$ cat config.mk
export PLATFORM = sky130hd
export DESIGN_NAME = conv_mac
export DESIGN_NICKNAME = d
export VERILOG_FILES = /design/src/conv_pkg.sv /design/src/conv_mac.sv
export SDC_FILE = /design/constraint.sdc
export NUM_CORES = 1
export LEC_CHECK = 0
export BUFFER_PORTS_ARGS = -buffer_cell sky130_fd_sc_hd__buf_4
export CORE_MARGIN = 4
export CORE_UTILIZATION = 32
export DETAILED_ROUTE_END_ITERATION = 8
export PLACE_DENSITY = 0.51
export SLEW_MARGIN = 20
export SYNTH_ARGS = -nofsm -noshare
export SYNTH_HDL_FRONTEND = slang
export SYNTH_SLANG_ARGS = --single-unit
$ cat constraint.sdc
create_clock -name clk -period 19.65 [get_ports clk]
set_input_delay 1.965 -clock clk [delete_from_list [all_inputs] [get_ports clk]]
set_output_delay 1.965 -clock clk [all_outputs]
set_load 0.03 [all_outputs]
$ cat src/conv_pkg.sv
package conv_pkg;

    // Sample format, signed with 16 fraction bits
    localparam int PIXEL_W   = 20;
    localparam int ACC_W     = 2 * PIXEL_W;
    localparam int FRAC_BITS = 16;

    typedef logic signed [PIXEL_W-1:0] pixel_t;
    typedef logic signed [ACC_W-1:0]   acc_t;

    // 3x3 kernel, row-major
    localparam pixel_t KERNEL_WEIGHTS [0:8] = '{
        20'h0ab9e, 20'h092d5, 20'h06d43,
        20'h01004, 20'hf8f71, 20'hf6e54,
        20'hfa6d7, 20'hfc834, 20'hfac19
    };

    localparam pixel_t CONV_BIAS = 20'h01310;

    // Half an LSB of the output pixel, for round half up
    localparam acc_t ROUND_HALF = acc_t'(1) <<< (FRAC_BITS - 1);

    // Chip selects of the result memories
    localparam logic [2:0] CSEL_NONE   = 3'b000;
    localparam logic [2:0] CSEL_LAYER0 = 3'b001;
    localparam logic [2:0] CSEL_LAYER1 = 3'b011;

    typedef enum logic [3:0] {
        ST_IDLE,
        ST_LOAD,
        ST_MAC,
        ST_RELU,
        ST_WRITE0,
        ST_STEP0,
        ST_READ,
        ST_POOL,
        ST_WRITE1,
        ST_STEP1,
        ST_DONE
    } ctrl_state_t;

endpackage

$ cat src/conv_mac.sv
`timescale 1ns/1ps

module conv_mac
    import conv_pkg::*;
(
    input  logic       clk,
    input  logic       reset,
    input  logic       mac_run,
    input  logic       relu_take,
    input  pixel_t     window_pixel,
    output logic [1:0] win_row,
    output logic [1:0] win_col,
    output logic       window_done,
    output pixel_t     relu_result
);

    logic [3:0] kernel_idx;
    pixel_t     weight;
    acc_t       product;
    acc_t       acc;
    acc_t       biased;
    acc_t       rounded;
    pixel_t     scaled;

    assign window_done = mac_run && (win_row == 2'd2) && (win_col == 2'd2);

    // 3x3 offset walk, row-major
    always_ff @(posedge clk or posedge reset)
    begin
        if (reset)
        begin
            win_row <= 2'd0;
            win_col <= 2'd0;
        end
        else if (mac_run)
        begin
            if (win_col == 2'd2)
            begin
                win_col <= 2'd0;
                win_row <= (win_row == 2'd2) ? 2'd0 : win_row + 2'd1;
            end
            else
            begin
                win_col <= win_col + 2'd1;
            end
        end
    end

    assign kernel_idx = {2'b00, win_row} * 4'd3 + {2'b00, win_col};
    assign weight     = KERNEL_WEIGHTS[kernel_idx];
    assign product    = window_pixel * weight;

    // Sum of the window, emptied once the result has been taken
    always_ff @(posedge clk or posedge reset)
    begin
        if (reset)
        begin
            acc <= '0;
        end
        else if (relu_take)
        begin
            acc <= '0;
        end
        else if (mac_run)
        begin
            acc <= acc + product;
        end
    end

    // Bias aligned to the product scale, then round half up
    assign biased  = acc + (acc_t'(CONV_BIAS) <<< FRAC_BITS);
    assign rounded = biased + ROUND_HALF;
    assign scaled  = rounded[FRAC_BITS+PIXEL_W-1:FRAC_BITS];

    always_ff @(posedge clk)
    begin
        if (relu_take)
        begin
            relu_result <= scaled[PIXEL_W-1] ? '0 : scaled;
        end
    end

endmodule

== Yosys cells after proc, flatten, opt, wreduce, memory -nomap -nowiden ==
Memory sizes are Yosys's and may differ from the RTL's.
Index checks and enable logic that the tools add are counted.
Widths: inputs -> output; s select.
Storage, ports and cells
  memories: 1
  output and inout port bits: 25
  logic and storage cells: 28
  register bits: 64
  memory bits (read-only): 320
Operators by class
  bitwise logic cells: 1
  reductions and logical operators: 4
  eq/ne operators: 2
  order comparisons: 1
  muxes and demuxes: 6
  $add $sub $neg: 6
  multiply operators: 2
Memory list
  (name not given): words 16, bits a word 20, read ports 1, clocked after memory_dff 0, write ports 0, line conv_mac.sv:50  | assign weight = KERNEL_WEIGHTS[kernel_idx];
Operator list (number)
  $mux 40: 2
  $add 40x40->40: 1
  $mul 20x20->40: 1
  $mux 20: 2
  $add 36x17->36 const B: 1
  $add 36x30->36 const B: 1
  $ge 5x5->1 const B: 1
  $not 4->5: 1
  $add 2x1->2 const B: 2
  $add 4x2->4: 1
  $eq 2x2->1 const B: 2
  $mul 2x2->4 const B: 1
  $mux 2: 2
  $logic_and 1x1->1: 2
  $reduce_and 2->1: 1
  $reduce_bool 2->1: 1

== Depth between registers and ports, before layout ==
  word-level depth: 10
  depth in mapped cells: 36

== Least setup slack after synthesis ==
Ideal clock, no wire load.
  path type: register to register
  from: reg win_row[0]
  to: reg acc[35]
  arrival: 8.948 ns
  data required time: 19.563 ns
  setup slack: 10.615 ns
  stages on the path, launching flop included: 31
  path through: dfrtp_1 -> inv_1 -> fa_1 -> inv_1 -> ha_1 -> fa_1 -> clkbuf_1 -> o21ai_0 -> nand2b_1 -> clkbuf_1 -> nand2_1 -> fa_1 -> fa_1 -> fa_1 -> inv_1 -> fa_1 -> fa_1 -> fa_1 -> inv_1 -> fa_1 -> inv_1 -> ha_1 -> nand4_1 -> or3_1 -> a2bb2oi_1 -> a31oi_1 -> o311a_1 -> a41oi_2 -> o21ai_2 -> xnor2_1 -> a211oi_2
Between the ends
  word-level cells in the longest chain between the ends: 10
RTL lines
  start, declared: line conv_mac.sv:11  | output logic [1:0] win_row,
  start signal, assigned: line conv_mac.sv:40  | win_row <= (win_row == 2'd2) ? 2'd0 : win_row + 2'd1;
  $mul 2x2->4: line conv_mac.sv:49  | assign kernel_idx = {2'b00, win_row} * 4'd3 + {2'b00, win_col};
  $add 4x2->4: line conv_mac.sv:49
  $not 4->5 (not written as such): line conv_mac.sv:50
  $mem_v2 16x20
  $mux 20 (not written as such) (2 in series): line conv_mac.sv:50
  $mul 20x20->40: line conv_mac.sv:51  | assign product = window_pixel * weight;
  $add 40x40->40: line conv_mac.sv:66  | acc <= acc + product;
  $mux 40: line conv_mac.sv:64  | else if (mac_run)
  $mux 40: line conv_mac.sv:60  | else if (relu_take)
  end signal, assigned: line conv_mac.sv:66
  end, declared: line conv_mac.sv:20  | acc_t acc;
No other way between the ends. The select of a mux whose other input is x is not followed.
A chain may end at the register's enable or synchronous reset.

== Worst setup path in the final report ==
Ends and elaborated chain as after synthesis.

==> flow_summary_export.csv <==
group,metric,value,unit
clocking,clockRootBuffer,"clkbuf_16",
die,dieHeight,248.9,um
yosys,ys_warn_count,0,
hold_path,min_path_type,"register to register",
sta,maxSlewHeadroom,31.12,%
grt,grt_max_degree,63,
yosys,ys_seq_area_share,8.462,%
setup_path,critPathBufInv,10,
die,coreArea,0.05759,mm2
die,io_pins,49,
yosys,yosys.cell_count.top_type,"inv_1",
yosys,ys_seq_elements,59,
clocking,path_clk_slew,0.06,ns
yosys,postSynthNetCount,2647,
layout,fin_util,34.69,%
clocking,clock_latency,0.33,ns
detailed_routing,drt-vias-per-instance,4.551,
yosys,synth.area.top_cells,"fa_1, inv_1, ha_1",
sta,rsz0062_at_grt,"no",
yosys,ys_types,64,
sta,period_needed,10.61,ns
clocking,numCtsBuffers,9,
layout,layout.nets,2640,
yosys,synth.top_cell.area_share,45.49,%
grt,grt_pass1_wl,76480,um
yosys,synthCells,2068,
yosys,synth_edf_count,19,
sta,tns,0,ns
place,dp_hpwl,38330,um
detailed_routing,drtPass1Iterations,5,
detailed_routing,ant_nets,0,
setup_path,crit_start,"win_row[0]",
detailed_routing,wl,45810,um
setup_path,crit_type,"register to register",
place,gp_congestion,0.8467,
clocking,h-tree-depth,3,
yosys,synth_common_cells,"inv_1, fa_1, nand2_1",
setup_path,worstSetupEndpointType,"register",
die,die-area,0.06195,mm2
setup_path,worstPathArrival,10.86,ns
setup_path,cpPeakStageDelay,0.83,ns
layout,syn_to_final_growth,7.573,%
sta,setup_violations,0,
sta,whs,0.5272,ns
job,drv_cap,0,
sta,clock-skew-final,0.005479,ns
run_status,status,"finished clean",
yosys,async_flop_share,67.80,%
die,rows,88,
detailed_routing,vias,12880,
detailed_routing,wl_per_cell,16.18,um
layout,diodes,0,
sta,min_period_over_period,54.02,%
yosys,synth_area_leader_cell,"fa_1",
clocking,cts_buffer_depth,2,
clocking,post_cts_buffers,0,
place,portBuffers,47,
layout,layout-drive-gt1-share,4.501,%
grt,antenna_found_initial,1,
clocking,cts_tree,"built",
sta,maxSlewViolCount,0,
detailed_routing,drt_iter0_drc,543,
setup_path,path_depth,32,
detailed_routing,drc_errors,0,
sta,hold_viol,0,
grt,grtUsageTotal,15.30,%
grt,grt_pass1_vias,14560,
yosys,syn_area,0.01857,mm2
grt,grt_overflow_total,0,
yosys,syn_avg_cell_area,8.980,um2
clocking,ctsHoldBuffers,0,
hold_path,worst_hold_path.num_cells,2,
sta,fmax,94.21,MHz
setup_path,required,19.90,ns
hold_path,hp-start,"acc[1]",
setup_path,r2r_start,"win_row[0]",
setup_path,slowest_stage,"fa_1",
clocking,clock_sinks,59,
die,initial_core_util,32.25,%
yosys,ys.flop_type,"dfrtp_1",
setup_path,worstSetupStartpointType,"register",
clocking,postCtsResizedCells,0,
setup_path,cp_max_fo,27,
die,die_width,248.9,um
setup_path,critical_path.top_delay_family,"adder cells",
sta,max_slew.worst_pin.slew,1.033,ns
setup_path,rr_worst_depth,32,
-- worst register-to-register path: cells and delay by family, from the launching register on --
family / cells / cell delay (ns)
xor+xnor: 1 / 0.14
fa+ha+maj: 11 / 5.48
compound gates: 6 / 1.42
simple gates: 4 / 1.76
flops: 1 / 0.42
buf+inv: 10 / 1.33
-- worst paths after layout --
| path | to | slack (ns) |
|---|---|---|
| setup / recovery | acc[35] | 9.04 |
| hold / removal | acc[1] | 0.53 |
| setup reg to reg | acc[35] | 9.04 |
| hold reg to reg | acc[1] | 0.53 |
| max in group asynchronous | acc[25] | 17.49 |
| min in group asynchronous | win_col[0] | 1.77 |
-- flip-flops by register name (all words and copies together), names as in the netlist --
signal,cells
acc,36
relu_result,19
win_col,2
win_row,2
-- cell usage in the layout, fill, tap and decap left out, types with 5 or more instances in the layout --
cell type  count
a211oi_1       6
a21o_1        15
a21oi_1       40
a31oi_1        6
and2_1       146
buf_4         55
clkbuf_16      9
dfrtp_1       40
edfxtp_1      19
fa_1         422
ha_1         133
inv_1        641
mux2i_1       23
nand2_1      208
nand2b_1      24
nand3_1       16
nor2_1        77
nor2b_1        5
nor3_1        11
o21ai_0       25
o21bai_1       6
or3_1          6
xnor2_1       53
xor2_1        13
-- logic make-up after synthesis --
family,share of synthesized area (%)
DFF,8.462
AOI/OAI and AO/OA,4.757
and+or+nand+nor,13.26
muxes,1.361
buffers and inverters,14.53
xor gates and xnor gates,3.160
adders and majority gates,54.45
other,0.02019
-- stage by stage --
stage / setup WS [ns] / instances / instance area, um2
after detailed placement: 9.058 / 2815 / 19680
final: 9.035 / 2831 / 19980
after CTS: 8.999 / 2831 / 19970
after floorplan: 10.62 / 2068 / 18570
after global placement: 9.419 / 2815 / 19670
after global routing: 8.348 / 2831 / 19980
-- final cells by class --
type / instances / area [um2]
inverters: 643 / 2414
fillers: 5978 / 37610
multi-input cells: 1293 / 14330
clock inverters: 7 / 68.82
clock buffers: 9 / 225.2
repair buffers: 55 / 412.9
flip-flops and latches: 59 / 1572
well taps: 765 / 957.2
-- per-layer routing --
metal,vias to the layer above,part of all wire [%],GRT usage [%]
li1,5910,-,-
met1,6720,41,18.60
met2,191,54,28.97
met3,63,3.0,1.921
met4,0,2.3,3.238
met5,-,0,0
Power is left out: the tool's default activity adds up to more than one toggle a clock period on the data nets, which glitch-free logic cannot reach.
