--- src/conv_pkg.sv ---
package conv_pkg;

    // Sample format, signed with 16 fraction bits
    localparam int PIXEL_W   = 20;
    localparam int ACC_W     = 2 * PIXEL_W;
    localparam int FRAC_BITS = 16;

    typedef logic signed [PIXEL_W-1:0] pixel_t;
    typedef logic signed [ACC_W-1:0]   acc_t;

    // 3x3 kernel, row-major
    localparam pixel_t KERNEL_WEIGHTS [0:8] = '{
        20'h0ab9e, 20'h092d5, 20'h06d43,
        20'h01004, 20'hf8f71, 20'hf6e54,
        20'hfa6d7, 20'hfc834, 20'hfac19
    };

    localparam pixel_t CONV_BIAS = 20'h01310;

    // Half an LSB of the output pixel, for round half up
    localparam acc_t ROUND_HALF = acc_t'(1) <<< (FRAC_BITS - 1);

    // Chip selects of the result memories
    localparam logic [2:0] CSEL_NONE   = 3'b000;
    localparam logic [2:0] CSEL_LAYER0 = 3'b001;
    localparam logic [2:0] CSEL_LAYER1 = 3'b011;

    typedef enum logic [3:0] {
        ST_IDLE,
        ST_LOAD,
        ST_MAC,
        ST_RELU,
        ST_WRITE0,
        ST_STEP0,
        ST_READ,
        ST_POOL,
        ST_WRITE1,
        ST_STEP1,
        ST_DONE
    } ctrl_state_t;

endpackage

--- src/layer_ctrl.sv ---
`timescale 1ns/1ps

module layer_ctrl
    import conv_pkg::*;
#(
    parameter int  IMAGE_WIDTH = 64,
    localparam int PTR_W       = $clog2(IMAGE_WIDTH),
    localparam int ADDR_W      = $clog2(IMAGE_WIDTH * IMAGE_WIDTH)
)
(
    input  logic              clk,
    input  logic              reset,
    input  logic              ready,
    input  logic              window_done,
    input  pixel_t            relu_result,
    input  pixel_t            pool_result,
    output logic              busy,
    output logic [ADDR_W-1:0] iaddr,
    output logic              crd,
    output logic [ADDR_W-1:0] caddr_rd,
    output logic              cwr,
    output logic [2:0]        csel,
    output logic [ADDR_W-1:0] caddr_wr,
    output pixel_t            cdata_wr,
    output logic [PTR_W-1:0]  row_ptr,
    output logic [PTR_W-1:0]  col_ptr,
    output logic              load_image,
    output logic              load_layer0,
    output logic              mac_run,
    output logic              relu_take,
    output logic              pool_take
);

    ctrl_state_t       state;
    ctrl_state_t       state_next;
    logic              col_end;
    logic              frame_last;
    logic              pool_col_end;
    logic              pool_last;
    logic              out_sel;
    logic [ADDR_W-1:0] frame_addr;
    logic [ADDR_W-1:0] pool_addr;

    // Raster end flags, stride 1 and stride 2
    assign col_end      = (col_ptr == PTR_W'(IMAGE_WIDTH - 1));
    assign frame_last   = col_end && (row_ptr == PTR_W'(IMAGE_WIDTH - 1));
    assign pool_col_end = (col_ptr == PTR_W'(IMAGE_WIDTH - 2));
    assign pool_last    = pool_col_end && (row_ptr == PTR_W'(IMAGE_WIDTH - 2));

    always_ff @(posedge clk or posedge reset)
    begin
        if (reset)
        begin
            state <= ST_IDLE;
        end
        else
        begin
            state <= state_next;
        end
    end

    always_comb
    begin
        state_next = state;
        case (state)
            ST_IDLE:   state_next = ready ? ST_LOAD : ST_IDLE;
            ST_LOAD:   state_next = frame_last ? ST_MAC : ST_LOAD;
            ST_MAC:    state_next = window_done ? ST_RELU : ST_MAC;
            ST_RELU:   state_next = ST_WRITE0;
            ST_WRITE0: state_next = ST_STEP0;
            ST_STEP0:  state_next = frame_last ? ST_READ : ST_MAC;
            ST_READ:   state_next = frame_last ? ST_POOL : ST_READ;
            ST_POOL:   state_next = ST_WRITE1;
            ST_WRITE1: state_next = ST_STEP1;
            ST_STEP1:  state_next = pool_last ? ST_DONE : ST_POOL;
            ST_DONE:   state_next = ST_DONE;
            default:   state_next = ST_IDLE;
        endcase
    end

    // Frame pointers, wrap to origin at the end of each pass
    always_ff @(posedge clk or posedge reset)
    begin
        if (reset)
        begin
            row_ptr <= '0;
            col_ptr <= '0;
        end
        else
        begin
            case (state)
                ST_LOAD, ST_STEP0, ST_READ:
                begin
                    if (frame_last)
                    begin
                        row_ptr <= '0;
                        col_ptr <= '0;
                    end
                    else if (col_end)
                    begin
                        row_ptr <= row_ptr + PTR_W'(1);
                        col_ptr <= '0;
                    end
                    else
                    begin
                        col_ptr <= col_ptr + PTR_W'(1);
                    end
                end
                ST_STEP1:
                begin
                    if (pool_last)
                    begin
                        row_ptr <= '0;
                        col_ptr <= '0;
                    end
                    else if (pool_col_end)
                    begin
                        row_ptr <= row_ptr + PTR_W'(2);
                        col_ptr <= '0;
                    end
                    else
                    begin
                        col_ptr <= col_ptr + PTR_W'(2);
                    end
                end
                default:
                begin
                end
            endcase
        end
    end

    assign frame_addr = ADDR_W'(row_ptr) * ADDR_W'(IMAGE_WIDTH) + ADDR_W'(col_ptr);
    assign pool_addr  = ADDR_W'(row_ptr >> 1) * ADDR_W'(IMAGE_WIDTH / 2)
                        + ADDR_W'(col_ptr >> 1);

    // Phase strobes
    assign load_image  = (state == ST_LOAD);
    assign load_layer0 = (state == ST_READ);
    assign mac_run     = (state == ST_MAC);
    assign relu_take   = (state == ST_RELU);
    assign pool_take   = (state == ST_POOL);
    assign out_sel     = (state == ST_WRITE1);

    assign busy = (state != ST_IDLE) && (state != ST_DONE);
    assign crd  = load_layer0;
    assign cwr  = (state == ST_WRITE0) || out_sel;

    // Layer-0 memory stays selected while it is read back
    assign csel = (state == ST_WRITE0 || load_layer0) ? CSEL_LAYER0 :
                  out_sel                             ? CSEL_LAYER1 : CSEL_NONE;

    assign iaddr    = load_image ? frame_addr : '0;
    assign caddr_rd = crd ? frame_addr : '0;
    assign caddr_wr = out_sel ? pool_addr : (cwr ? frame_addr : '0);
    assign cdata_wr = !cwr ? '0 : (out_sel ? pool_result : relu_result);

endmodule

--- config.mk ---
export PLATFORM = sky130hd
export DESIGN_NAME = layer_ctrl
export DESIGN_NICKNAME = d
export VERILOG_FILES = /design/src/conv_pkg.sv /design/src/layer_ctrl.sv
export SDC_FILE = /design/constraint.sdc
export NUM_CORES = 1
export LEC_CHECK = 0
export BUFFER_PORTS_ARGS = -buffer_cell sky130_fd_sc_hd__buf_2
export CORE_UTILIZATION = 40
export DETAILED_ROUTE_END_ITERATION = 8
export PLACE_DENSITY = 0.77
export SYNTH_ARGS = -nofsm -noshare
export SYNTH_HDL_FRONTEND = slang
export SYNTH_SLANG_ARGS = --single-unit
export TNS_END_PERCENT = 1
--- constraint.sdc ---
create_clock -name clk -period 2.27 [get_ports clk]
set_input_delay 0.227 -clock clk [delete_from_list [all_inputs] [get_ports clk]]
set_output_delay 0.227 -clock clk [all_outputs]
set_load 0.02 [all_outputs]
Yosys cells after proc, flatten, opt, wreduce, memory -nomap -nowiden
Cells that the tools add are included.

Output and inout port bits: 79. Register bits after elaboration: 16.

Muxes and demuxes: 25. Eq/ne operators: 17. Reduce and logical (&&, ||, !) cells: 10. Add/subtract/negate cells: 6.

Operators with widths (number): $mux W12 (4); $mux W6 (8); $pmux W4 S11 (1); $mux W20 (2); $eq A6 B6 Y1 const B (4); $pmux W6 S2 (2); $eq A4 B3 Y1 const B (4); $add A12 B6 Y12 (1); $add A6 B1 Y6 const B (2); $add A6 B2 Y6 const B (2); $eq A4 B4 Y1 const B (3); $add A10 B5 Y11 (1); $eq A4 B2 Y1 const B (2); $mux W2 (3); $ne A3 B3 Y1 const B (2); $eq A4 B1 Y1 const B (1); $logic_not A4 Y1 (1); $mux W4 (1); $ne A4 B4 Y1 const B (1); $reduce_bool A4 Y1 (1); $logic_and A1 B1 Y1 (3); $mux W1 (3); $mux W3 (1); $reduce_and A3 Y1 (1); other kinds (3) (4).

Longest topological paths before layout
Depth after elaboration: 4. Depth in mapped cells: 7. Depth with buffers taken out: 7.

Worst setup path after synthesis
OpenSTA, ideal clock, no wires.

Path kind: reg-to-reg. Start: reg col_ptr[1]. End: reg row_ptr[5]. Stages on the path, launching flop included: 7. Period minus slack after synthesis: 1.940 ns. Path buffers: 0. Setup slack: 0.330 ns. Arrival: 1.809 ns. Cells stage by stage: dfrtp_1 -> ha_1 -> nand3_4 -> nor4_4 -> nor3_2 -> o32ai_1 -> a21oi_1.

Word-level cells in the longest chain between the ends: 4. Elaborated cells on any way between the ends: 10. Classes of those cells: 4 x eq/ne; 3 x mux; 3 x reduce/logical.

Ends and longest elaborated chain: from (decl) (line layer_ctrl.sv:26) `output logic [PTR_W-1:0] col_ptr,`; from (signal assigned) (line layer_ctrl.sv:106) `col_ptr <= col_ptr + PTR_W'(1);`; from (signal assigned) (line layer_ctrl.sv:123) `col_ptr <= col_ptr + PTR_W'(2);`; $eq A6 B6 Y1 (on tied branches) (line layer_ctrl.sv:47, layer_ctrl.sv:45); $logic_and A1 B1 Y1 (on tied branches) (line layer_ctrl.sv:48, layer_ctrl.sv:46); $ne A3 B3 Y1 (no line), or another cell as far along; $reduce_and A3 Y1 (no line) / $pmux W6 S2 (equally long branches); to (signal assigned) (line layer_ctrl.sv:101) `row_ptr <= row_ptr + PTR_W'(1);`; to (signal assigned) (line layer_ctrl.sv:118) `row_ptr <= row_ptr + PTR_W'(2);`; to (decl) (line layer_ctrl.sv:25) `output logic [PTR_W-1:0] row_ptr,`.

Several ways; a longest one is shown, not always the timed one. A chain may end at the register's enable or synchronous reset.

Worst setup path after layout
Start: reg col_ptr[0]. End: reg row_ptr[5].

The elaborated chain is that of the path after synthesis.

==> flow_summary.toml <==
[outcome]
status = "finished clean"

[worst_hold_path]
min-delay-path-class = "in2async"

[grt]
use_met3 = 0.0480
top_usage_layer = "met2"
grt_pass1_vias = 1944
grt_antenna_before_repair = 0
grt_pass1_wl_um = 9730
track_usage = 0.248
grt_use_met1 = 0.342
use_met2 = 0.396
grt_max_degree = 32
grt-ovfl-total = 0

[synth]
ys_ff_latch = 16
syn_nets = 275
ys.flop_type = "dfrtp_1"
syn_inst = 225
async_reset_ff_frac = 1.00
syn_area_um2 = 1830
ys_seq_area_frac = 0.219
synth_edf_count = 0
ys_types = 61
yosys_warnings = 0
synth.avg_cell_area_um2 = 8.11

[detailed_routing]
ant_nets = 0
drt_iter0_drc = 162
drt_wl_total_um = 6020
drc = 0
wl_per_cell_um = 15.4
vias = 2174
dr.pass1.iters = 4
vias_per_cell = 5.57

[placement]
io_buffers = 121
dp_hpwl_um = 4620
gp_congestion = 0.970
dp_slack_ns = 0.260

[finish]
fin_nets = 389
drive_gt1_frac = 0.473
nFillCells = 411
diodes = 0
area_growth_pct = 38.9

[setup_path]
end_kind = "flop"
critPathMaxFanout = 9
criticalPathCategory = "reg2reg"
r2r_cells = 6
cp.required_ns = 2.41
start_kind = "flop"
crit_arrival_ns = 2.22

[power_and_ir_drop]
comb_power_share = 0.078
p_switching_mw = 0.133
power.leakage_nw = 1.39
power.share.clock = 0.447
switching_share = 0.222
power.density_nw_per_um2 = 236
p_seq_frac = 0.475
intPower_mw = 0.466
peakVddDrop_v = 0.000181

[cts]
clock_sinks = 16
htree_levels = 1
ctsResizeCount = 0
cts_buffer_depth = 2
ctsHoldBuffers = 0
cts_made_buffers = 3
clk_transition_reported_paths_ns = 0.07
cts_tree = "yes"
clk_latency_ns = 0.26
cts-root-buf = "clkbuf_8"
post_cts_buffers = 0

[timing]
grt_setup_unrepaired = "no"
setup_slack_ns = 0.192
min_period_ns = 2.08
worstMarginPinSlew_ns = 0.672
finalHoldViolCount = 0
max_freq_mhz = 481
period_share = 0.915
slew_viol_final = 0
fin_skew_ns = 0.00347
fin_tns_setup_ns = 0
slew_headroom = 0.551
setup_viol = 0

[die]
core_um2 = 4380
ios = 123
dieArea_um2 = 4840
num_rows = 24
die_w_um = 69.6
initial_core_util = 0.416
fp.dieH_um = 69.6

[run]
drv_cap = 0
[through the flow]
step	total power, mW	cell area, um^2	hold WS [ns]	util	instances
global placement	0.337	2480	0.355	0.565	386
global route	0.618	2530	0.105	0.578	390
floorplan	0.299	1830	0.141	-	225
finish	0.599	2530	0.0511	0.578	390
CTS	0.604	2530	0.0866	0.578	390
detailed placement	0.338	2480	0.367	0.565	386
[critical path: stages (launching register included)]
cell and delay (ns):
dfrtp_1 0.49, ha_1 0.29, nand3_4 0.11, nor4_4 0.54
nor3_2 0.10, o32ai_1 0.32, a21oi_1 0.11
[routing by layer]
| metal | part of all wire | vias up |
|---|---|---|
| li1 | - | 1068 |
| met2 | 0.46 | 105 |
| met4 | 0.0091 | 0 |
| met5 | 0 | - |
| met3 | 0.088 | 5 |
| met1 | 0.44 | 996 |
[layout by cell type, fill, tap and decap left out, types with 4 or more instances in the layout]
| master | count |
|---|---|
| a22o_1 | 30 |
| o21ai_1 | 5 |
| nor2_1 | 10 |
| ha_1 | 6 |
| dfrtp_1 | 14 |
| o21a_1 | 4 |
| and2_1 | 23 |
| buf_2 | 121 |
| buf_4 | 12 |
| a31oi_1 | 5 |
| inv_1 | 6 |
| clkbuf_8 | 4 |
| nand2_1 | 14 |
| nand3_1 | 5 |
| a21oi_1 | 17 |
| nor4_1 | 4 |
| o21ai_0 | 5 |
[path summary, 6_finish.rpt]
check                           start  slack, ns    endpoint
min in group clk                ready       0.44    state[0]
setup / recovery           col_ptr[0]       0.19  row_ptr[5]
hold reg to reg            row_ptr[0]       0.65  row_ptr[0]
setup reg to reg           col_ptr[0]       0.19  row_ptr[5]
hold / removal                  reset       0.05  col_ptr[3]
max in group asynchronous       reset       1.75    state[3]
[flip-flops by register name, summed over array words and instances, names as in the netlist]
signal,count
row_ptr,6
state,4
col_ptr,6
[layout make-up]
cell class / instances / area (um^2) / area share
Clock buffer: 4 / 55.1 / 0.0217
Multi-Input combinational cell: 178 / 1270 / 0.502
Timing Repair Buffer: 134 / 716 / 0.282
Inverter: 6 / 22.5 / 0.00888
Sequential cell: 16 / 403 / 0.159
Tap cell: 52 / 65.1 / 0.0257
[cells in the mapped netlist (2+ instances only)]
cell / number / area (um^2)
nand2b_1: 2 / 12.5
a21oi_1: 17 / 85.1
buf_4: 6 / 45.0
and2_1: 23 / 144
o21ai_1: 5 / 25.0
ha_1: 6 / 75.1
a22o_1: 30 / 263
and2_2: 2 / 15.0
inv_1: 6 / 22.5
o22ai_1: 3 / 18.8
o21ai_0: 5 / 25.0
dfrtp_1: 16 / 400
and3_1: 2 / 12.5
o21a_1: 4 / 30.0
nor4_1: 4 / 25.0
nand2_1: 14 / 52.6
clkbuf_1: 4 / 15.0
nand3_1: 5 / 25.0
nor2_1: 10 / 37.5
a31oi_1: 5 / 31.3
buf_2: 12 / 60.1
nor3_1: 4 / 20.0
o31ai_1: 2 / 15.0
[cells by family (layout without fill, tap and decap cells)]
logic type      after synthesis  in the layout  share of synthesized area
fa+ha+maj                     6              6                     0.0411
compound gates               85             85                      0.347
buf+inv                      31            144                     0.0891
mux                           1              1                    0.00548
xor+xnor                      2              2                    0.00960
other cells                   1              1                    0.00205
simple gates                 83             83                      0.286
flops                        16             16                      0.219
[power groups by stage]
stage                     clock, mW  sequential [mW]  combinational, mW
after floorplan                   0            0.290            0.00868
after global placement            0            0.290             0.0464
after detailed placement          0            0.290             0.0472
after CTS                     0.272            0.285             0.0474
after global routing          0.282            0.285             0.0517
final                         0.268            0.285             0.0468
(Power assumes the default switching activity.)
