===== config.mk =====
export PLATFORM = sky130hd
export DESIGN_NAME = max_pool
export DESIGN_NICKNAME = d
export VERILOG_FILES = /design/src/conv_pkg.sv /design/src/max_pool.sv
export SDC_FILE = /design/constraint.sdc
export NUM_CORES = 1
export LEC_CHECK = 0
export BUFFER_PORTS_ARGS = -buffer_cell sky130_fd_sc_hd__buf_4
export CAP_MARGIN = 15
export CORE_ASPECT_RATIO = 1.2
export CORE_MARGIN = 10
export CORE_UTILIZATION = 53
export CTS_CLUSTER_SIZE = 30
export DETAILED_ROUTE_END_ITERATION = 8
export PLACE_DENSITY = 0.9
export SYNTH_ARGS = -nofsm -noshare
export SYNTH_HDL_FRONTEND = slang
export SYNTH_SLANG_ARGS = --single-unit

===== constraint.sdc =====
create_clock -name clk -period 1.6 [get_ports clk]
set_clock_uncertainty 0.15 [all_clocks]
set_input_delay 0.16 -clock clk [delete_from_list [all_inputs] [get_ports clk]]
set_output_delay 0.16 -clock clk [all_outputs]
set_load 0.02 [all_outputs]

===== src/conv_pkg.sv =====
package conv_pkg;

    // Sample format, signed with 16 fraction bits
    localparam int PIXEL_W   = 20;
    localparam int ACC_W     = 2 * PIXEL_W;
    localparam int FRAC_BITS = 16;

    typedef logic signed [PIXEL_W-1:0] pixel_t;
    typedef logic signed [ACC_W-1:0]   acc_t;

    // 3x3 kernel, row-major
    localparam pixel_t KERNEL_WEIGHTS [0:8] = '{
        20'h0ab9e, 20'h092d5, 20'h06d43,
        20'h01004, 20'hf8f71, 20'hf6e54,
        20'hfa6d7, 20'hfc834, 20'hfac19
    };

    localparam pixel_t CONV_BIAS = 20'h01310;

    // Half an LSB of the output pixel, for round half up
    localparam acc_t ROUND_HALF = acc_t'(1) <<< (FRAC_BITS - 1);

    // Chip selects of the result memories
    localparam logic [2:0] CSEL_NONE   = 3'b000;
    localparam logic [2:0] CSEL_LAYER0 = 3'b001;
    localparam logic [2:0] CSEL_LAYER1 = 3'b011;

    typedef enum logic [3:0] {
        ST_IDLE,
        ST_LOAD,
        ST_MAC,
        ST_RELU,
        ST_WRITE0,
        ST_STEP0,
        ST_READ,
        ST_POOL,
        ST_WRITE1,
        ST_STEP1,
        ST_DONE
    } ctrl_state_t;

endpackage


===== src/max_pool.sv =====
`timescale 1ns/1ps

module max_pool
    import conv_pkg::*;
(
    input  logic   clk,
    input  logic   reset,
    input  logic   pool_take,
    input  pixel_t pool_a,
    input  pixel_t pool_b,
    input  pixel_t pool_c,
    input  pixel_t pool_d,
    output pixel_t pool_result
);

    pixel_t max_top;
    pixel_t max_bottom;
    pixel_t max_all;

    // Upper pair, lower pair, then the winner of both
    assign max_top    = (pool_a > pool_b) ? pool_a : pool_b;
    assign max_bottom = (pool_c > pool_d) ? pool_c : pool_d;
    assign max_all    = (max_top > max_bottom) ? max_top : max_bottom;

    always_ff @(posedge clk or posedge reset)
    begin
        if (reset)
        begin
            pool_result <= '0;
        end
        else if (pool_take)
        begin
            pool_result <= max_all;
        end
    end

endmodule


==> results of run 1 <==
## through the flow
stage | hold WS, ns | TNS (ns)
floorplan | -0.0262 | -53.19
global placement | 0.175 | -63.73
detailed placement | 0.224 | -69.44
## synth_stat cells (20+ instances only)
cell type | number | area share
sky130_fd_sc_hd__o22ai_1 | 21 | 0.033
sky130_fd_sc_hd__inv_1 | 63 | 0.060
sky130_fd_sc_hd__mux2i_1 | 21 | 0.054
sky130_fd_sc_hd__o31ai_1 | 21 | 0.040
sky130_fd_sc_hd__nand2b_1 | 39 | 0.062
sky130_fd_sc_hd__o221ai_2 | 20 | 0.077
sky130_fd_sc_hd__dfrtp_1 | 20 | 0.13
sky130_fd_sc_hd__clkbuf_1 | 27 | 0.026
sky130_fd_sc_hd__a21oi_1 | 42 | 0.054
sky130_fd_sc_hd__ha_1 | 60 | 0.19
sky130_fd_sc_hd__o32ai_1 | 20 | 0.045
sky130_fd_sc_hd__a211oi_1 | 22 | 0.042
sky130_fd_sc_hd__nor2_1 | 22 | 0.021
sky130_fd_sc_hd__nand2_1 | 52 | 0.050
## kinds of logic after synthesis
logic type                 share of synthesized area
adders and majority gates                      0.191
muxes                                         0.0536
buffers and inverters                          0.103
AOI/OAI and AO/OA                              0.332
DFF                                            0.128
and+or+nand+nor                                0.193
==> qor.json, run 1 <==
{
  "postSynth.asyncResetShare": {"value": 1.00},
  "post-cts-setup-buffer-count": {"value": 24},
  "cts.sink_count": {"value": 20},
  "die_y": {"value": 114, "unit": "um"},
  "cts-resized-gates": {"value": 113},
  "portBuffers": {"value": 102},
  "placement_rows": {"value": 34},
  "error": {"value": "[ERROR DPL-0038] Utilization greater than 100%, impossible to legalize"},
  "initial_utilization": {"value": 0.542},
  "clock_path_buffers": {"value": 2},
  "root_buffer": {"value": "sky130_fd_sc_hd__clkbuf_8"},
  "ys_seq_elements": {"value": 20},
  "placedInstanceArea": {"value": 6260, "unit": "um2"},
  "post_synth_num_cell_types": {"value": 41},
  "number_of_flops_mapped_to_enable_cells_by_yosys": {"value": 0},
  "synth_warnings": {"value": 0},
  "outcome": {"value": "stopped before the end"},
  "synth.yosys.seq_area_share": {"value": 0.128},
  "postCtsHoldBufs": {"value": 1},
  "cts-htree-levels": {"value": 1},
  "finalWeightedCongestion": {"value": 0.937},
  "cts-buffers-inserted": {"value": 3},
  "pre_cts_ws": {"value": -3.53, "unit": "ns"},
  "pin_count": {"value": 103},
  "die_w": {"value": 98.5, "unit": "um"},
  "mappedNetlistArea": {"value": 3920, "unit": "um2"},
  "postSynthCellCount": {"value": 518},
  "synth_ff_type": {"value": "sky130_fd_sc_hd__dfrtp_1"},
  "placed_cells": {"value": 842},
  "syn-mean-instance-area": {"value": 7.57, "unit": "um2"},
  "haltStage": {"value": "clock tree synthesis (4_1_cts)"},
  "detailedPlacementHpwl": {"value": 14.6, "unit": "mm"},
  "synthesis.nets": {"value": 661}
}
==> run 2, diff against run 1 <==
--- a/config.mk
+++ b/config.mk
@@ -7,12 +7,10 @@
 export LEC_CHECK = 0
 export BUFFER_PORTS_ARGS = -buffer_cell sky130_fd_sc_hd__buf_4
 export CAP_MARGIN = 15
-export CORE_ASPECT_RATIO = 1.2
 export CORE_MARGIN = 10
-export CORE_UTILIZATION = 53
-export CTS_CLUSTER_SIZE = 30
+export CORE_UTILIZATION = 38
 export DETAILED_ROUTE_END_ITERATION = 8
-export PLACE_DENSITY = 0.9
+export PLACE_DENSITY_LB_ADDON = 0.15
 export SYNTH_ARGS = -nofsm -noshare
 export SYNTH_HDL_FRONTEND = slang
 export SYNTH_SLANG_ARGS = --single-unit
==> qor.json, run 2 <==
{
  "outcome": {"value": "complete, but fails checks", "change": "was stopped before the end"},
  "failed_checks": {"value": "negative setup slack"},
  "footprint_of_the_multi_input_gates": {"value": 3680, "unit": "um2"},
  "diodes": {"value": 0},
  "post_synth_num_cell_types": {"value": 41, "change": "unchanged"},
  "timing.setup.tns": {"value": -58.08, "unit": "ns"},
  "crit_path_end_kind": {"value": "register"},
  "cts-htree-levels": {"value": 1, "change": "unchanged"},
  "regMostFlops": {"value": "pool_result"},
  "synth.yosys.seq_area_share": {"value": 0.128, "change": "unchanged"},
  "gr-usage-met1": {"value": 0.259},
  "seqCellArea": {"value": 500, "unit": "um2"},
  "post_dr_wirelength_cell": {"value": 18.1, "unit": "um"},
  "n_fill_cell": {"value": 783},
  "detailedPlacementHpwl": {"value": 12.1, "unit": "mm", "change": "was 14.6 mm"},
  "grt_pass1_wl": {"value": 26.6, "unit": "mm"},
  "die-area": {"value": 14800, "unit": "um2"},
  "cell_types_with_the_largest_area_share_after_synthesis": {"value": "sky130_fd_sc_hd__ha_1 19%, sky130_fd_sc_hd__dfrtp_1 13%, sky130_fd_sc_hd__o221ai_2 7.7%", "change": "unchanged"},
  "placedInstanceArea": {"value": 6450, "unit": "um2", "change": "was 6260 um2"},
  "power_report.internal_total": {"value": 2930, "unit": "uW"},
  "slew_headroom": {"value": 0.529},
  "grt.met2_usage": {"value": 0.394},
  "max-vdd-ir-drop": {"value": 0.665, "unit": "mV"},
  "track_usage": {"value": 0.217},
  "core-area": {"value": 10200, "unit": "um2"},
  "most_frequent_standard_cell_in_the_layout_excluding_fill_and_tap_cells": {"value": "sky130_fd_sc_hd__buf_4"},
  "hold_start": {"value": "pool_d[0]"},
  "synth_warnings": {"value": 0, "change": "unchanged"},
  "grt_busiest_layer": {"value": "met2"},
  "final_max_slew_viol_count": {"value": 0},
  "design_area": {"value": 7200, "unit": "um2"},
  "layout_setup_ws": {"value": -2.94, "unit": "ns"},
  "final_antenna_net_count": {"value": 0},
  "postSynth.asyncResetShare": {"value": 1.00, "change": "unchanged"},
  "gr-total-overflow": {"value": 0},
  "crit_path_dat": {"value": 4.53, "unit": "ns"},
  "cts.sink_count": {"value": 20, "change": "unchanged"},
  "die_w": {"value": 122, "unit": "um", "change": "was 98.5 um"},
  "timing.critical_path.from_type": {"value": "input port"},
  "route.vias.total": {"value": 5173},
  "max-cap-violations": {"value": 0},
  "number_of_flops_mapped_to_enable_cells_by_yosys": {"value": 0, "change": "unchanged"},
  "largest_registers": {"value": "pool_result: 20 flops"},
  "initial_utilization": {"value": 0.385, "change": "was 0.542"},
  "detail_route.iter0.violations": {"value": 417},
  "pre_cts_ws": {"value": -3.33, "unit": "ns", "change": "was -3.53 ns"},
  "timing.critical_path.fanout_max": {"value": 7},
  "worstReg2RegEnd": {"value": "pool_result[15]"},
  "max_clock_freq": {"value": 220, "unit": "MHz"},
  "layout-drive-gt1-share": {"value": 0.527},
  "cts_tree": {"value": "built"},
  "clock_power_share": {"value": 0.080},
  "die_y": {"value": 122, "unit": "um", "change": "was 114 um"},
  "grt.met3_usage": {"value": 0.0296},
  "portBuffers": {"value": 102, "change": "unchanged"},
  "clock_insertion_delay_worst_skew": {"value": 0.26, "unit": "ns"},
  "layout_common_cells": {"value": "282 x sky130_fd_sc_hd__buf_4, 51 x sky130_fd_sc_hd__nand2_1, 51 x sky130_fd_sc_hd__inv_1"},
  "tightest_slew": {"value": 0.706, "unit": "ns"},
  "root_buffer": {"value": "sky130_fd_sc_hd__clkbuf_8", "change": "unchanged"},
  "synth_largest_type_area_fraction": {"value": 0.191, "change": "unchanged"},
  "power.density_cell_area": {"value": 717, "unit": "nW/um2"},
  "pin_count": {"value": 103, "change": "unchanged"},
  "grt_antenna_before_repair": {"value": 0},
  "setup-violations-final": {"value": 20},
  "period_minus_slack": {"value": 4.54, "unit": "ns"},
  "synth.largest_area_cell": {"value": "sky130_fd_sc_hd__ha_1", "change": "unchanged"},
  "synthMostInstantiatedCell": {"value": "sky130_fd_sc_hd__inv_1", "change": "unchanged"},
  "holdPathEnd": {"value": "pool_result[0]"},
  "unrepaired_setup_endpoints_after_global_routing": {"value": "true"},
  "timing.critical_path.required": {"value": 1.59, "unit": "ns"},
  "period_share": {"value": 2.84},
  "clock_path_buffers": {"value": 2, "change": "unchanged"},
  "timing_hold_violations_final": {"value": 0},
  "fin_hold_ws": {"value": 0.113, "unit": "ns"},
  "synthesis.nets": {"value": 661, "change": "unchanged"},
  "mappedNetlistArea": {"value": 3920, "unit": "um2", "change": "unchanged"},
  "postSynthCellCount": {"value": 518, "change": "unchanged"},
  "largest_register_ff_count": {"value": 20},
  "route.detailed.drc": {"value": 0},
  "cts-buffers-inserted": {"value": 3, "change": "unchanged"},
  "route.final.wire_length": {"value": 16.8, "unit": "mm"},
  "switching_power": {"value": 2240, "unit": "uW"},
  "syn-mean-instance-area": {"value": 7.57, "unit": "um2", "change": "unchanged"},
  "finalNetCount": {"value": 936},
  "finish.utilization": {"value": 0.707},
  "r2r_start": {"value": "pool_result[15]"},
  "finalWeightedCongestion": {"value": 0.976, "change": "was 0.937"},
  "power.share.sequential": {"value": 0.164},
  "ff2ff_setup_slack": {"value": 0.70, "unit": "ns"},
  "routed_via_density": {"value": 5.57},
  "p_leak": {"value": 0.00342, "unit": "uW"},
  "timing.hold.worst.class": {"value": "in2reg"},
  "grt_pass1_vias": {"value": 5475},
  "top_cells_by_count_synth": {"value": "63 x sky130_fd_sc_hd__inv_1, 60 x sky130_fd_sc_hd__ha_1, 52 x sky130_fd_sc_hd__nand2_1", "change": "unchanged"},
  "synth_ff_type": {"value": "sky130_fd_sc_hd__dfrtp_1", "change": "unchanged"},
  "synthToLayoutAreaGrowth": {"value": 83.5, "unit": "%"},
  "ys_seq_elements": {"value": 20, "change": "unchanged"},
  "holdPathStages": {"value": 3},
  "firstDrtPassIters": {"value": 6},
  "netSwitchingFraction": {"value": 0.433},
  "cp-startpoint": {"value": "pool_b[17]"},
  "placement_rows": {"value": 37, "change": "was 34"},
  "pin_count_of_the_biggest_net_entering_global_routing": {"value": 83},
  "clk_pin_slew": {"value": 0.09, "unit": "ns"},
  "r2r_cells": {"value": 2},
  "combinationalPowerShare": {"value": 0.757},
  "critPathKind": {"value": "in2reg"}
}
run 2: worst max-delay path by stage:
stage                      end  depth (start not counted)  slack, ns
2_1_floorplan  pool_result[14]                         20      -2.67
3_3_place_gp   pool_result[18]                         18      -3.26
3_5_place_dp   pool_result[17]                         18      -3.33
4_1_cts         pool_result[5]                         22      -2.82
5_1_grt         pool_result[5]                         22      -3.05
6_report       pool_result[15]                         22      -2.94
run 2: kinds of logic (layout without fill, tap and decap cells):
logic type	count (synthesis)	in the layout	share of synthesized area
mux	21	21	0.0536
simple gates	147	149	0.193
flops	20	20	0.128
buf+inv	101	373	0.103
compound gates	169	169	0.332
fa+ha+maj	60	60	0.191
run 2: critical path, cell delays in order:
cell	delay, ns
sky130_fd_sc_hd__buf_4	0.09
sky130_fd_sc_hd__inv_1	0.05
sky130_fd_sc_hd__ha_1	0.29
sky130_fd_sc_hd__nand4_1	0.21
sky130_fd_sc_hd__or4_4	0.50
sky130_fd_sc_hd__a21oi_4	0.15
sky130_fd_sc_hd__or2_4	0.23
sky130_fd_sc_hd__buf_12	0.14
sky130_fd_sc_hd__buf_16	0.12
sky130_fd_sc_hd__o31ai_4	0.05
sky130_fd_sc_hd__a211oi_2	0.25
sky130_fd_sc_hd__inv_1	0.12
sky130_fd_sc_hd__ha_4	0.28
sky130_fd_sc_hd__nand4_1	0.10
sky130_fd_sc_hd__or2_1	0.25
sky130_fd_sc_hd__or4_4	0.44
sky130_fd_sc_hd__o21a_1	0.22
sky130_fd_sc_hd__nor4bb_4	0.19
sky130_fd_sc_hd__buf_4	0.15
sky130_fd_sc_hd__o21ai_4	0.22
sky130_fd_sc_hd__clkbuf_16	0.22
sky130_fd_sc_hd__o221ai_2	0.10
run 2: power by group through the flow:
stage          clock network [uW]  logic (uW)  registers (uW)
3_5_place_dp                    0        3330             851
2_1_floorplan                   0        1580            1080
4_1_cts                       412        3780             848
3_3_place_gp                    0        3250             847
6_report                      411        3900             845
5_1_grt                       441        4200             863
run 2: cell type report:
class,instances,share of cell area
Tap cell,136,0.0236
Inverter,63,0.0356
Sequential cell,20,0.0695
Clock buffer,4,0.00765
Multi-Input combinational cell,399,0.511
Timing Repair Buffer,306,0.352
run 2: per-layer routing:
| metal | part of all wire | vias to the layer above |
|---|---|---|
| met4 | 0.030 | 0 |
| li1 | - | 2480 |
| met3 | 0.054 | 48 |
| met2 | 0.51 | 197 |
| met1 | 0.40 | 2448 |
| met5 | 0 | - |
run 2: stage by stage:
| stage | total power (uW) | cells |
|---|---|---|
| final | 5160 | 928 |
| after global routing | 5500 | 928 |
| after CTS | 5040 | 924 |
| after detailed placement | 4180 | 904 |
| after global placement | 4100 | 904 |
| after floorplan | 2650 | 518 |
run 2: what timing repair did:
action                                 in CTS  in global routing
setup buffers                               8                  4
cloned                                      7                  0
hold buffers                                1                  0
setup endpoints to repair                  20                 20
endpoints found under the hold margin      20                  0
resized for setup                          69                  9
pin swaps                                  26                 11
(Power assumes the default switching activity.)
